### src/rtl/ex_pkg.sv
// shared widths, MIPS encodings and stage structs; 32-bit data only, no coprocessor or divide ops
package ex_pkg;

  localparam int DATA_W     = 32;
  localparam int REG_ADDR_W = 5;
  localparam int SHAMT_W    = 5;

  // ************************************************************************
  // MIPS opcode and funct encodings
  // ************************************************************************
  localparam logic [5:0] OPC_SPECIAL = 6'h00;
  localparam logic [5:0] OPC_ADDI    = 6'h08;
  localparam logic [5:0] OPC_ADDIU   = 6'h09;
  localparam logic [5:0] OPC_SLTI    = 6'h0a;
  localparam logic [5:0] OPC_SLTIU   = 6'h0b;
  localparam logic [5:0] OPC_ANDI    = 6'h0c;
  localparam logic [5:0] OPC_ORI     = 6'h0d;
  localparam logic [5:0] OPC_XORI    = 6'h0e;
  localparam logic [5:0] OPC_LUI     = 6'h0f;

  localparam logic [5:0] FN_SLL   = 6'h00;
  localparam logic [5:0] FN_SRL   = 6'h02;
  localparam logic [5:0] FN_SRA   = 6'h03;
  localparam logic [5:0] FN_SLLV  = 6'h04;
  localparam logic [5:0] FN_SRLV  = 6'h06;
  localparam logic [5:0] FN_SRAV  = 6'h07;
  localparam logic [5:0] FN_MFHI  = 6'h10;
  localparam logic [5:0] FN_MTHI  = 6'h11;
  localparam logic [5:0] FN_MFLO  = 6'h12;
  localparam logic [5:0] FN_MTLO  = 6'h13;
  localparam logic [5:0] FN_MULT  = 6'h18;
  localparam logic [5:0] FN_MULTU = 6'h19;
  localparam logic [5:0] FN_ADD   = 6'h20;
  localparam logic [5:0] FN_ADDU  = 6'h21;
  localparam logic [5:0] FN_SUB   = 6'h22;
  localparam logic [5:0] FN_SUBU  = 6'h23;
  localparam logic [5:0] FN_AND   = 6'h24;
  localparam logic [5:0] FN_OR    = 6'h25;
  localparam logic [5:0] FN_XOR   = 6'h26;
  localparam logic [5:0] FN_NOR   = 6'h27;
  localparam logic [5:0] FN_SLT   = 6'h2a;
  localparam logic [5:0] FN_SLTU  = 6'h2b;

  typedef logic [DATA_W-1:0]     word_t;
  typedef logic [2*DATA_W-1:0]   dword_t;
  typedef logic [REG_ADDR_W-1:0] reg_addr_t;

  // immediate forms share the register op, opb already holds the immediate
  typedef enum logic [4:0] {
    OP_NOP, OP_AND, OP_OR, OP_XOR, OP_NOR, OP_LUI,
    OP_SLL, OP_SRL, OP_SRA,
    OP_ADD, OP_ADDU, OP_SUB, OP_SUBU, OP_SLT, OP_SLTU,
    OP_MULT, OP_MULTU, OP_MFHI, OP_MFLO, OP_MTHI, OP_MTLO
  } alu_op_e;

  typedef enum logic [1:0] {RES_ALU, RES_HI, RES_LO, RES_NONE} res_sel_e;

  typedef struct packed {
    logic [5:0]         opcode;
    reg_addr_t          rs;
    reg_addr_t          rt;
    reg_addr_t          rd;
    logic [SHAMT_W-1:0] shamt;
    logic [5:0]         funct;
  } r_fields_t;

  typedef struct packed {
    logic [5:0]  opcode;
    reg_addr_t   rs;
    reg_addr_t   rt;
    logic [15:0] imm16;
  } i_fields_t;

  typedef union packed {
    r_fields_t r;
    i_fields_t i;
  } inst_u;

  typedef struct packed {
    alu_op_e            op;
    res_sel_e           sel;
    word_t              opa;
    word_t              opb;
    logic [SHAMT_W-1:0] shamt;
    reg_addr_t          waddr;
    logic               wreg;
  } ex_req_t;

  typedef struct packed {
    word_t     data;
    logic      ov;
    reg_addr_t waddr;
    logic      wreg;
    res_sel_e  sel;
  } alu_res_t;

  typedef struct packed {
    word_t     wdata;
    reg_addr_t waddr;
    logic      wreg;
    logic      ov;
  } wb_t;

endpackage

### src/rtl/ex_decode.sv
// decode stage; one request per in_valid_i strobe, unknown encodings pass as nop with wreg low
`timescale 1ns/1ns
module ex_decode
(
  input  logic            clk_i,
  input  logic            arst_n_i,
  input  logic            in_valid_i,
  input  ex_pkg::inst_u   inst_i,
  input  ex_pkg::word_t   reg1_i,
  input  ex_pkg::word_t   reg2_i,
  output ex_pkg::ex_req_t req_o,
  output logic            req_valid_o
);

  ex_pkg::ex_req_t req_d;
  ex_pkg::word_t   simm;
  ex_pkg::word_t   zimm;

  // immediate extensions
  assign simm = {{(ex_pkg::DATA_W-16){inst_i.i.imm16[15]}}, inst_i.i.imm16};
  assign zimm = {{(ex_pkg::DATA_W-16){1'b0}}, inst_i.i.imm16};

  // ************************************************************************
  // opcode / funct decode
  // ************************************************************************
  always_comb
  begin
    req_d.op    = ex_pkg::OP_NOP;
    req_d.sel   = ex_pkg::RES_ALU;
    req_d.opa   = reg1_i;
    req_d.opb   = reg2_i;
    req_d.shamt = inst_i.r.shamt;
    req_d.waddr = inst_i.r.rd;
    req_d.wreg  = 1'b1;
    if (inst_i.r.opcode == ex_pkg::OPC_SPECIAL)
    begin
      case (inst_i.r.funct)
        ex_pkg::FN_AND:   req_d.op = ex_pkg::OP_AND;
        ex_pkg::FN_OR:    req_d.op = ex_pkg::OP_OR;
        ex_pkg::FN_XOR:   req_d.op = ex_pkg::OP_XOR;
        ex_pkg::FN_NOR:   req_d.op = ex_pkg::OP_NOR;
        ex_pkg::FN_SLL:   req_d.op = ex_pkg::OP_SLL;
        ex_pkg::FN_SRL:   req_d.op = ex_pkg::OP_SRL;
        ex_pkg::FN_SRA:   req_d.op = ex_pkg::OP_SRA;
        ex_pkg::FN_ADD:   req_d.op = ex_pkg::OP_ADD;
        ex_pkg::FN_ADDU:  req_d.op = ex_pkg::OP_ADDU;
        ex_pkg::FN_SUB:   req_d.op = ex_pkg::OP_SUB;
        ex_pkg::FN_SUBU:  req_d.op = ex_pkg::OP_SUBU;
        ex_pkg::FN_SLT:   req_d.op = ex_pkg::OP_SLT;
        ex_pkg::FN_SLTU:  req_d.op = ex_pkg::OP_SLTU;
        ex_pkg::FN_MULT:  req_d.op = ex_pkg::OP_MULT;
        ex_pkg::FN_MULTU: req_d.op = ex_pkg::OP_MULTU;
        ex_pkg::FN_MTHI:  req_d.op = ex_pkg::OP_MTHI;
        ex_pkg::FN_MTLO:  req_d.op = ex_pkg::OP_MTLO;
        ex_pkg::FN_SLLV:
        begin
          req_d.op    = ex_pkg::OP_SLL;
          req_d.shamt = reg1_i[ex_pkg::SHAMT_W-1:0];
        end
        ex_pkg::FN_SRLV:
        begin
          req_d.op    = ex_pkg::OP_SRL;
          req_d.shamt = reg1_i[ex_pkg::SHAMT_W-1:0];
        end
        ex_pkg::FN_SRAV:
        begin
          req_d.op    = ex_pkg::OP_SRA;
          req_d.shamt = reg1_i[ex_pkg::SHAMT_W-1:0];
        end
        ex_pkg::FN_MFHI:
        begin
          req_d.op  = ex_pkg::OP_MFHI;
          req_d.sel = ex_pkg::RES_HI;
        end
        ex_pkg::FN_MFLO:
        begin
          req_d.op  = ex_pkg::OP_MFLO;
          req_d.sel = ex_pkg::RES_LO;
        end
        default:          req_d.op = ex_pkg::OP_NOP;
      endcase
    end
    else
    begin
      req_d.waddr = inst_i.i.rt;
      case (inst_i.i.opcode)
        ex_pkg::OPC_ADDI:
        begin
          req_d.op  = ex_pkg::OP_ADD;
          req_d.opb = simm;
        end
        ex_pkg::OPC_ADDIU:
        begin
          req_d.op  = ex_pkg::OP_ADDU;
          req_d.opb = simm;
        end
        ex_pkg::OPC_SLTI:
        begin
          req_d.op  = ex_pkg::OP_SLT;
          req_d.opb = simm;
        end
        // sltiu compares against the sign-extended immediate as unsigned
        ex_pkg::OPC_SLTIU:
        begin
          req_d.op  = ex_pkg::OP_SLTU;
          req_d.opb = simm;
        end
        ex_pkg::OPC_ANDI:
        begin
          req_d.op  = ex_pkg::OP_AND;
          req_d.opb = zimm;
        end
        ex_pkg::OPC_ORI:
        begin
          req_d.op  = ex_pkg::OP_OR;
          req_d.opb = zimm;
        end
        ex_pkg::OPC_XORI:
        begin
          req_d.op  = ex_pkg::OP_XOR;
          req_d.opb = zimm;
        end
        ex_pkg::OPC_LUI:
        begin
          req_d.op  = ex_pkg::OP_LUI;
          req_d.opb = {inst_i.i.imm16, {(ex_pkg::DATA_W-16){1'b0}}};
        end
        default:
          req_d.op = ex_pkg::OP_NOP;
      endcase
    end
    // no register write for hilo writers, unknown ops and $zero
    if ((req_d.op == ex_pkg::OP_NOP) || (req_d.op == ex_pkg::OP_MULT) ||
        (req_d.op == ex_pkg::OP_MULTU) || (req_d.op == ex_pkg::OP_MTHI) ||
        (req_d.op == ex_pkg::OP_MTLO))
    begin
      req_d.sel  = ex_pkg::RES_NONE;
      req_d.wreg = 1'b0;
    end
    if (req_d.waddr == '0)
      req_d.wreg = 1'b0;
  end

  always_ff @(posedge clk_i or negedge arst_n_i)
  begin
    if (!arst_n_i)
      req_valid_o <= 1'b0;
    else
      req_valid_o <= in_valid_i;
  end

  always_ff @(posedge clk_i)
  begin
    if (in_valid_i)
      req_o <= req_d;
  end

endmodule

### src/rtl/ex_alu.sv
// execute stage; single shared adder, overflow flagged only for add, addi and sub
`timescale 1ns/1ns
module ex_alu
(
  input  logic             clk_i,
  input  logic             arst_n_i,
  input  ex_pkg::ex_req_t  req_i,
  input  logic             req_valid_i,
  output ex_pkg::alu_res_t res_o,
  output logic             res_valid_o
);

  logic          sub_en;
  ex_pkg::word_t opb_x;
  ex_pkg::word_t sum;
  logic          ov_sum;
  logic          lt_signed;
  logic          lt_unsigned;
  ex_pkg::word_t data_d;
  logic          ov_d;

  // ************************************************************************
  // adder, compare and overflow
  // ************************************************************************
  assign sub_en = (req_i.op == ex_pkg::OP_SUB) || (req_i.op == ex_pkg::OP_SUBU) ||
                  (req_i.op == ex_pkg::OP_SLT);

  // a - b as a + ~b + 1
  assign opb_x = sub_en ? ~req_i.opb : req_i.opb;
  assign sum   = req_i.opa + opb_x + {{(ex_pkg::DATA_W-1){1'b0}}, sub_en};

  assign ov_sum = (req_i.opa[ex_pkg::DATA_W-1] == opb_x[ex_pkg::DATA_W-1]) &&
                  (sum[ex_pkg::DATA_W-1] != req_i.opa[ex_pkg::DATA_W-1]);

  // unlike signs decide directly, like signs cannot overflow
  assign lt_signed = (req_i.opa[ex_pkg::DATA_W-1] && !req_i.opb[ex_pkg::DATA_W-1]) ||
                     ((req_i.opa[ex_pkg::DATA_W-1] == req_i.opb[ex_pkg::DATA_W-1]) &&
                      sum[ex_pkg::DATA_W-1]);
  assign lt_unsigned = req_i.opa < req_i.opb;

  assign ov_d = ((req_i.op == ex_pkg::OP_ADD) || (req_i.op == ex_pkg::OP_SUB)) && ov_sum;

  // ************************************************************************
  // result mux
  // ************************************************************************
  always_comb
  begin
    case (req_i.op)
      ex_pkg::OP_AND:  data_d = req_i.opa & req_i.opb;
      ex_pkg::OP_OR:   data_d = req_i.opa | req_i.opb;
      ex_pkg::OP_XOR:  data_d = req_i.opa ^ req_i.opb;
      ex_pkg::OP_NOR:  data_d = ~(req_i.opa | req_i.opb);
      ex_pkg::OP_LUI:  data_d = req_i.opb;
      ex_pkg::OP_SLL:  data_d = req_i.opb << req_i.shamt;
      ex_pkg::OP_SRL:  data_d = req_i.opb >> req_i.shamt;
      // sign fill
      ex_pkg::OP_SRA:  data_d = $signed(req_i.opb) >>> req_i.shamt;
      ex_pkg::OP_ADD,
      ex_pkg::OP_ADDU,
      ex_pkg::OP_SUB,
      ex_pkg::OP_SUBU: data_d = sum;
      ex_pkg::OP_SLT:  data_d = {{(ex_pkg::DATA_W-1){1'b0}}, lt_signed};
      ex_pkg::OP_SLTU: data_d = {{(ex_pkg::DATA_W-1){1'b0}}, lt_unsigned};
      default:         data_d = '0;
    endcase
  end

  always_ff @(posedge clk_i or negedge arst_n_i)
  begin
    if (!arst_n_i)
      res_valid_o <= 1'b0;
    else
      res_valid_o <= req_valid_i;
  end

  always_ff @(posedge clk_i)
  begin
    if (req_valid_i)
    begin
      res_o.data  <= data_d;
      res_o.ov    <= ov_d;
      res_o.waddr <= req_i.waddr;
      res_o.wreg  <= req_i.wreg;
      res_o.sel   <= req_i.sel;
    end
  end

endmodule

### src/rtl/ex_hilo.sv
// HI/LO state; written in the execute cycle so a following mfhi/mflo needs no forwarding
`timescale 1ns/1ns
module ex_hilo
(
  input  logic            clk_i,
  input  logic            arst_n_i,
  input  ex_pkg::ex_req_t req_i,
  input  logic            req_valid_i,
  output ex_pkg::word_t   hi_o,
  output ex_pkg::word_t   lo_o
);

  logic           mul_signed;
  ex_pkg::word_t  mag_a;
  ex_pkg::word_t  mag_b;
  ex_pkg::dword_t prod_mag;
  ex_pkg::dword_t product;

  // ************************************************************************
  // multiplier on magnitudes, sign restored afterwards
  // ************************************************************************
  assign mul_signed = (req_i.op == ex_pkg::OP_MULT);

  assign mag_a = (mul_signed && req_i.opa[ex_pkg::DATA_W-1]) ? -req_i.opa : req_i.opa;
  assign mag_b = (mul_signed && req_i.opb[ex_pkg::DATA_W-1]) ? -req_i.opb : req_i.opb;

  assign prod_mag = {{ex_pkg::DATA_W{1'b0}}, mag_a} * {{ex_pkg::DATA_W{1'b0}}, mag_b};

  assign product = (mul_signed &&
                    (req_i.opa[ex_pkg::DATA_W-1] ^ req_i.opb[ex_pkg::DATA_W-1])) ?
                   -prod_mag : prod_mag;

  // architectural registers, cleared on reset
  always_ff @(posedge clk_i or negedge arst_n_i)
  begin
    if (!arst_n_i)
    begin
      hi_o <= '0;
      lo_o <= '0;
    end
    else if (req_valid_i)
    begin
      case (req_i.op)
        ex_pkg::OP_MULT,
        ex_pkg::OP_MULTU:
        begin
          hi_o <= product[2*ex_pkg::DATA_W-1:ex_pkg::DATA_W];
          lo_o <= product[ex_pkg::DATA_W-1:0];
        end
        ex_pkg::OP_MTHI: hi_o <= req_i.opa;
        ex_pkg::OP_MTLO: lo_o <= req_i.opa;
        default:
        begin
          hi_o <= hi_o;
          lo_o <= lo_o;
        end
      endcase
    end
  end

endmodule

### src/rtl/ex_result.sv
// write-back stage; hi_i/lo_i are sampled here, which holds only while order is kept per stage
`timescale 1ns/1ns
module ex_result
(
  input  logic             clk_i,
  input  logic             arst_n_i,
  input  ex_pkg::alu_res_t res_i,
  input  logic             res_valid_i,
  input  ex_pkg::word_t    hi_i,
  input  ex_pkg::word_t    lo_i,
  output ex_pkg::wb_t      wb_o,
  output logic             valid_o
);

  ex_pkg::wb_t wb_d;

  always_comb
  begin
    case (res_i.sel)
      ex_pkg::RES_ALU: wb_d.wdata = res_i.data;
      ex_pkg::RES_HI:  wb_d.wdata = hi_i;
      ex_pkg::RES_LO:  wb_d.wdata = lo_i;
      default:         wb_d.wdata = '0;
    endcase
    wb_d.waddr = res_i.waddr;
    wb_d.ov    = res_i.ov;
    // overflow kills the register write
    wb_d.wreg  = res_i.wreg && !res_i.ov;
  end

  always_ff @(posedge clk_i or negedge arst_n_i)
  begin
    if (!arst_n_i)
    begin
      valid_o <= 1'b0;
      wb_o    <= '0;
    end
    else
    begin
      valid_o <= res_valid_i;
      if (res_valid_i)
        wb_o <= wb_d;
    end
  end

endmodule

### src/rtl/ex_top.sv
// execute unit top; three register stages, a strobe every cycle allowed, no back-pressure
`timescale 1ns/1ns
module ex_top
(
  input  logic          clk_i,
  input  logic          arst_n_i,
  input  logic          in_valid_i,
  input  ex_pkg::inst_u inst_i,
  input  ex_pkg::word_t reg1_i,
  input  ex_pkg::word_t reg2_i,
  output ex_pkg::wb_t   wb_o,
  output logic          valid_o
);

  ex_pkg::ex_req_t  req;
  logic             req_valid;
  ex_pkg::alu_res_t alu_res;
  logic             alu_res_valid;
  ex_pkg::word_t    hi;
  ex_pkg::word_t    lo;

  // ************************************************************************
  // decode -> execute (alu + hilo) -> write-back
  // ************************************************************************
  ex_decode i_ex_decode
  (
    .clk_i       (clk_i),
    .arst_n_i    (arst_n_i),
    .in_valid_i  (in_valid_i),
    .inst_i      (inst_i),
    .reg1_i      (reg1_i),
    .reg2_i      (reg2_i),
    .req_o       (req),
    .req_valid_o (req_valid)
  );

  ex_alu i_ex_alu
  (
    .clk_i       (clk_i),
    .arst_n_i    (arst_n_i),
    .req_i       (req),
    .req_valid_i (req_valid),
    .res_o       (alu_res),
    .res_valid_o (alu_res_valid)
  );

  ex_hilo i_ex_hilo
  (
    .clk_i       (clk_i),
    .arst_n_i    (arst_n_i),
    .req_i       (req),
    .req_valid_i (req_valid),
    .hi_o        (hi),
    .lo_o        (lo)
  );

  ex_result i_ex_result
  (
    .clk_i       (clk_i),
    .arst_n_i    (arst_n_i),
    .res_i       (alu_res),
    .res_valid_i (alu_res_valid),
    .hi_i        (hi),
    .lo_i        (lo),
    .wb_o        (wb_o),
    .valid_o     (valid_o)
  );

endmodule

### config.mk
export PLATFORM = sky130hd
export DESIGN_NAME = ex_top
export DESIGN_NICKNAME = d
export VERILOG_FILES = /design/src/rtl/ex_pkg.sv /design/src/rtl/ex_decode.sv /design/src/rtl/ex_alu.sv /design/src/rtl/ex_hilo.sv /design/src/rtl/ex_result.sv /design/src/rtl/ex_top.sv
export SDC_FILE = /design/constraint.sdc
export NUM_CORES = 2
export LEC_CHECK = 0
export ABC_AREA = 0
export BUFFER_PORTS_ARGS = -buffer_cell sky130_fd_sc_hd__buf_2
export CAP_MARGIN = 20
export CORE_UTILIZATION = 50
export DETAILED_ROUTE_END_ITERATION = 6
export GPL_ROUTABILITY_DRIVEN = 1
export PLACE_DENSITY_LB_ADDON = 0.05
export SKIP_LAST_GASP = 1
export SYNTH_ARGS = -nofsm -noshare
export SYNTH_HDL_FRONTEND = slang
export SYNTH_SLANG_ARGS = --single-unit
### constraint.sdc
create_clock -name clk_i -period 28.2 [get_ports clk_i]
set_clock_uncertainty 0.15 [all_clocks]
set_input_delay 1.41 -clock clk_i [delete_from_list [all_inputs] [get_ports clk_i]]
set_output_delay 1.41 -clock clk_i [all_outputs]
set_load 0.02 [all_outputs]
==> impl_metrics.csv <==
group,metric,value,unit
run_status,status,"finished clean",
floorplanning,start_util,0.505,
setup_path,crit_buf_inv,8,
clock_network,root_buffer,"clkbuf_16",
detailed_routing,detail-route-antenna-nets,0,
hold_path,hold_class,"reg -> reg",
place,port_buffers,133,
clock_network,cts.hold.buffers_added,0,
logic_synthesis,ys_ff_latch,229,
sta,slew_viol_final,0,
setup_path,crit_fanout,26,
logic_synthesis,synth_edf_count,123,
detailed_routing,initialDrtViolationCount,5405,
setup_path,critPathRequiredTime,28480,ps
detailed_routing,num_vias,47741,
detailed_routing,drc,0,
sta,worst_slew_pin_slew,1130,ps
sta,finalSetupViolCount,0,
clock_network,cts_tree,"done",
logic_synthesis,syn_nets,7831,
detailed_routing,wl_per_cell,27.8,um
logic_synthesis,avgSynthCellArea,8.39,um2
floorplanning,rows,120,
global_route,antenna_found_initial,6,
floorplanning,coreArea,107000,um2
floorplanning,ioPinCount,139,
finish,layout.nets,7795,
finish,area_growth,7.54,%
sta,layout_min_cycle_time,13020,ps
global_route,grt_pass1_vias,46160,
logic_synthesis,async_flop_share,0.463,
global_route,grt_remaining_overflow,0,
finish,nFillCells,10261,
logic_synthesis,synth_area,54000,um2
place,dpl.hpwl,175000,um
clock_network,htreeDepth,1,
setup_path,crit_path_max_incr_delay,840,ps
clock_network,cts_buffer_depth,3,
global_route,grt_pass1_wl,316000,um
clock_network,insertion_delay,590,ps
logic_synthesis,yosys_warnings,0,
logic_synthesis,synth_ff_type,"edfxtp_1",
sta,tns,0,ps
clock_network,cts_buffers,25,
setup_path,path_common_cell,"fa_1",
clock_network,clock-sinks,229,
floorplanning,die_w,331,um
finish,drive_above_1_share,0.0789,
setup_path,crit_family,"adder cells",
clock_network,path_clk_slew,70,ps
sta,rsz0062_at_grt,"no",
setup_path,critPathLaunchType,"flop",
global_route,grt_start_max_net_pins,100,
floorplanning,dieArea,109000,um2
setup_path,critPathKind,"reg -> reg",
detailed_routing,wl,217000,um
floorplanning,die_h,331,um
clock_network,cts_resized,0,
detailed_routing,dr.pass1.iters,6,
sta,hold_viol_final,0,
finish,multi_input_area,43500,um2
sta,slew_headroom,0.240,
logic_synthesis,synth.yosys.seq_area_share,0.117,
sta,finalCritPeriodShare,0.462,
setup_path,arrival,13300,ps
clock_network,post-cts-setup-buffer-count,0,
sta,fmax,76.8,MHz
logic_synthesis,syn_inst,6443,
setup_path,endpoint_kind,"flop",
logic_synthesis,synth_cell_type_count,102,
flow_run,drv_cap,0,
place,routabilityCongestion,1.03,
setup_path,crit_path_top_delay_cell,"xnor2_4",
finish,regArea,6350,um2
global_route,grt_usage,0.400,
detailed_routing,drt-vias-per-instance,6.10,
## synthesized netlist by cell type, drive strengths merged, types with 26 or more instances
| library cell | number | area [um2] |
|---|---|---|
| ha | 392 | 4900 |
| buf | 40 | 173 |
| xnor2 | 208 | 1820 |
| and3 | 31 | 194 |
| nand4 | 46 | 303 |
| edfxtp | 123 | 3690 |
| a21o | 38 | 285 |
| o21a | 26 | 195 |
| nand2 | 759 | 2850 |
| inv | 998 | 3750 |
| mux2i | 125 | 1250 |
| fa | 897 | 18000 |
| and2 | 35 | 219 |
| a31oi | 34 | 213 |
| a211oi | 33 | 283 |
| dfrtp | 106 | 2650 |
| xor2 | 42 | 368 |
| nand2b | 31 | 194 |
| o211ai | 50 | 389 |
| nor3 | 63 | 327 |
| mux2 | 32 | 360 |
| nor4 | 33 | 213 |
| nand3 | 72 | 360 |
| clkbuf | 317 | 1190 |
| nor2 | 891 | 3340 |
| o21ai | 284 | 1430 |
| a21oi | 332 | 1670 |
## stage by stage
stage | hold WS (ps) | setup slack [ps] | cells | instance area, um2 | utilization
2_1_floorplan | 202 | 17260 | 6443 | 54000 | -
3_3_place_gp | 255 | 15100 | 7780 | 57300 | 0.535
3_5_place_dp | 255 | 15100 | 7780 | 57300 | 0.535
4_1_cts | 269 | 15040 | 7826 | 58100 | 0.542
5_1_grt | 280 | 14730 | 7830 | 58100 | 0.543
6_report | 267 | 15180 | 7830 | 58100 | 0.543
## worst reg2reg max path, delay by kind of cell (launching register included)
kind / cells / cell delay, ps
adder cells (fa/ha/maj): 10 / 4960
XOR/XNOR: 3 / 1570
buffers and inverters: 8 / 1410
flip-flops: 1 / 360
AND/OR/NAND/NOR: 9 / 2650
AO/OA/AOI/OAI: 6 / 1780
## layout make-up
cell class,count,share of cell area
Sequential cell,229,0.109
Antenna cell,1,0.0000431
Multi-Input combinational cell,4850,0.749
Clock buffer,30,0.0113
Timing Repair Buffer,294,0.0325
Clock inverter,16,0.00276
Tap cell,1403,0.0302
Inverter,1007,0.0650
## cell families (layout without fill, tap and decap cells)
logic type | Yosys count | after routing | synth area share
buf+inv | 1364 | 1347 | 0.0952
mux | 161 | 161 | 0.0315
simple gates | 2064 | 2064 | 0.162
compound gates | 1086 | 1086 | 0.130
xor+xnor | 250 | 250 | 0.0405
other cells | 0 | 1 | 0
flops | 229 | 229 | 0.117
fa+ha+maj | 1289 | 1289 | 0.423
## path summary, 6_finish.rpt
path | from | to | slack [ps] | depth (start not counted)
min | i_ex_decode.req_o[1] | i_ex_alu.res_o[3] | 270 | 0
min reg2reg | i_ex_decode.req_o[1] | i_ex_alu.res_o[3] | 270 | 0
max reg2reg | i_ex_decode.req_o[43] | i_ex_hilo.hi_o[13] | 15180 | 36
min in group asynchronous | arst_n_i | i_ex_result.wb_o[5] | 710 | 1
max | i_ex_decode.req_o[43] | i_ex_hilo.hi_o[13] | 15180 | 36
max in group asynchronous | arst_n_i | i_ex_hilo.hi_o[23] | 25820 | 2
## state kept, by name (all words and copies together) (netlist names)
signal                   cells
i_ex_decode.req_o           82
i_ex_alu.res_o              41
i_ex_result.wb_o            39
i_ex_hilo.hi_o              32
i_ex_hilo.lo_o              32
i_ex_alu.res_valid_o         1
i_ex_decode.req_valid_o      1
i_ex_result.valid_o          1
## placed cells by master (no fill, tap or decap), types with 26 or more instances in the layout
| cell | count |
|---|---|
| dfrtp_1 | 104 |
| o21a_1 | 26 |
| and2_1 | 34 |
| xnor2_2 | 49 |
| nand2_1 | 759 |
| xnor2_1 | 132 |
| inv_1 | 997 |
| a31oi_1 | 34 |
| nor2_1 | 890 |
| a21o_1 | 38 |
| nand3_1 | 71 |
| buf_2 | 131 |
| buf_4 | 160 |
| fa_1 | 897 |
| o21ai_0 | 266 |
| nand4_1 | 45 |
| and3_1 | 31 |
| mux2_2 | 32 |
| a21oi_1 | 329 |
| edfxtp_1 | 123 |
| o211ai_1 | 49 |
| nand2b_1 | 31 |
| nor4_1 | 30 |
| ha_1 | 392 |
| xnor2_4 | 27 |
| a211oi_1 | 29 |
| xor2_1 | 42 |
| nor3_1 | 59 |
| mux2i_1 | 123 |
## per-layer routing
layer / track usage / share of wire / vias to the layer above
met2: 0.611 / 0.44 / 2416
met4: 0.181 / 0.057 / 4
met1: 0.543 / 0.40 / 24142
met5: 0 / 0.000087 / -
li1: - / - / 20756
met3: 0.0860 / 0.10 / 423
Power is not shown: default switching activity piles up to over one toggle a cycle in this logic, so the estimate is an artifact.
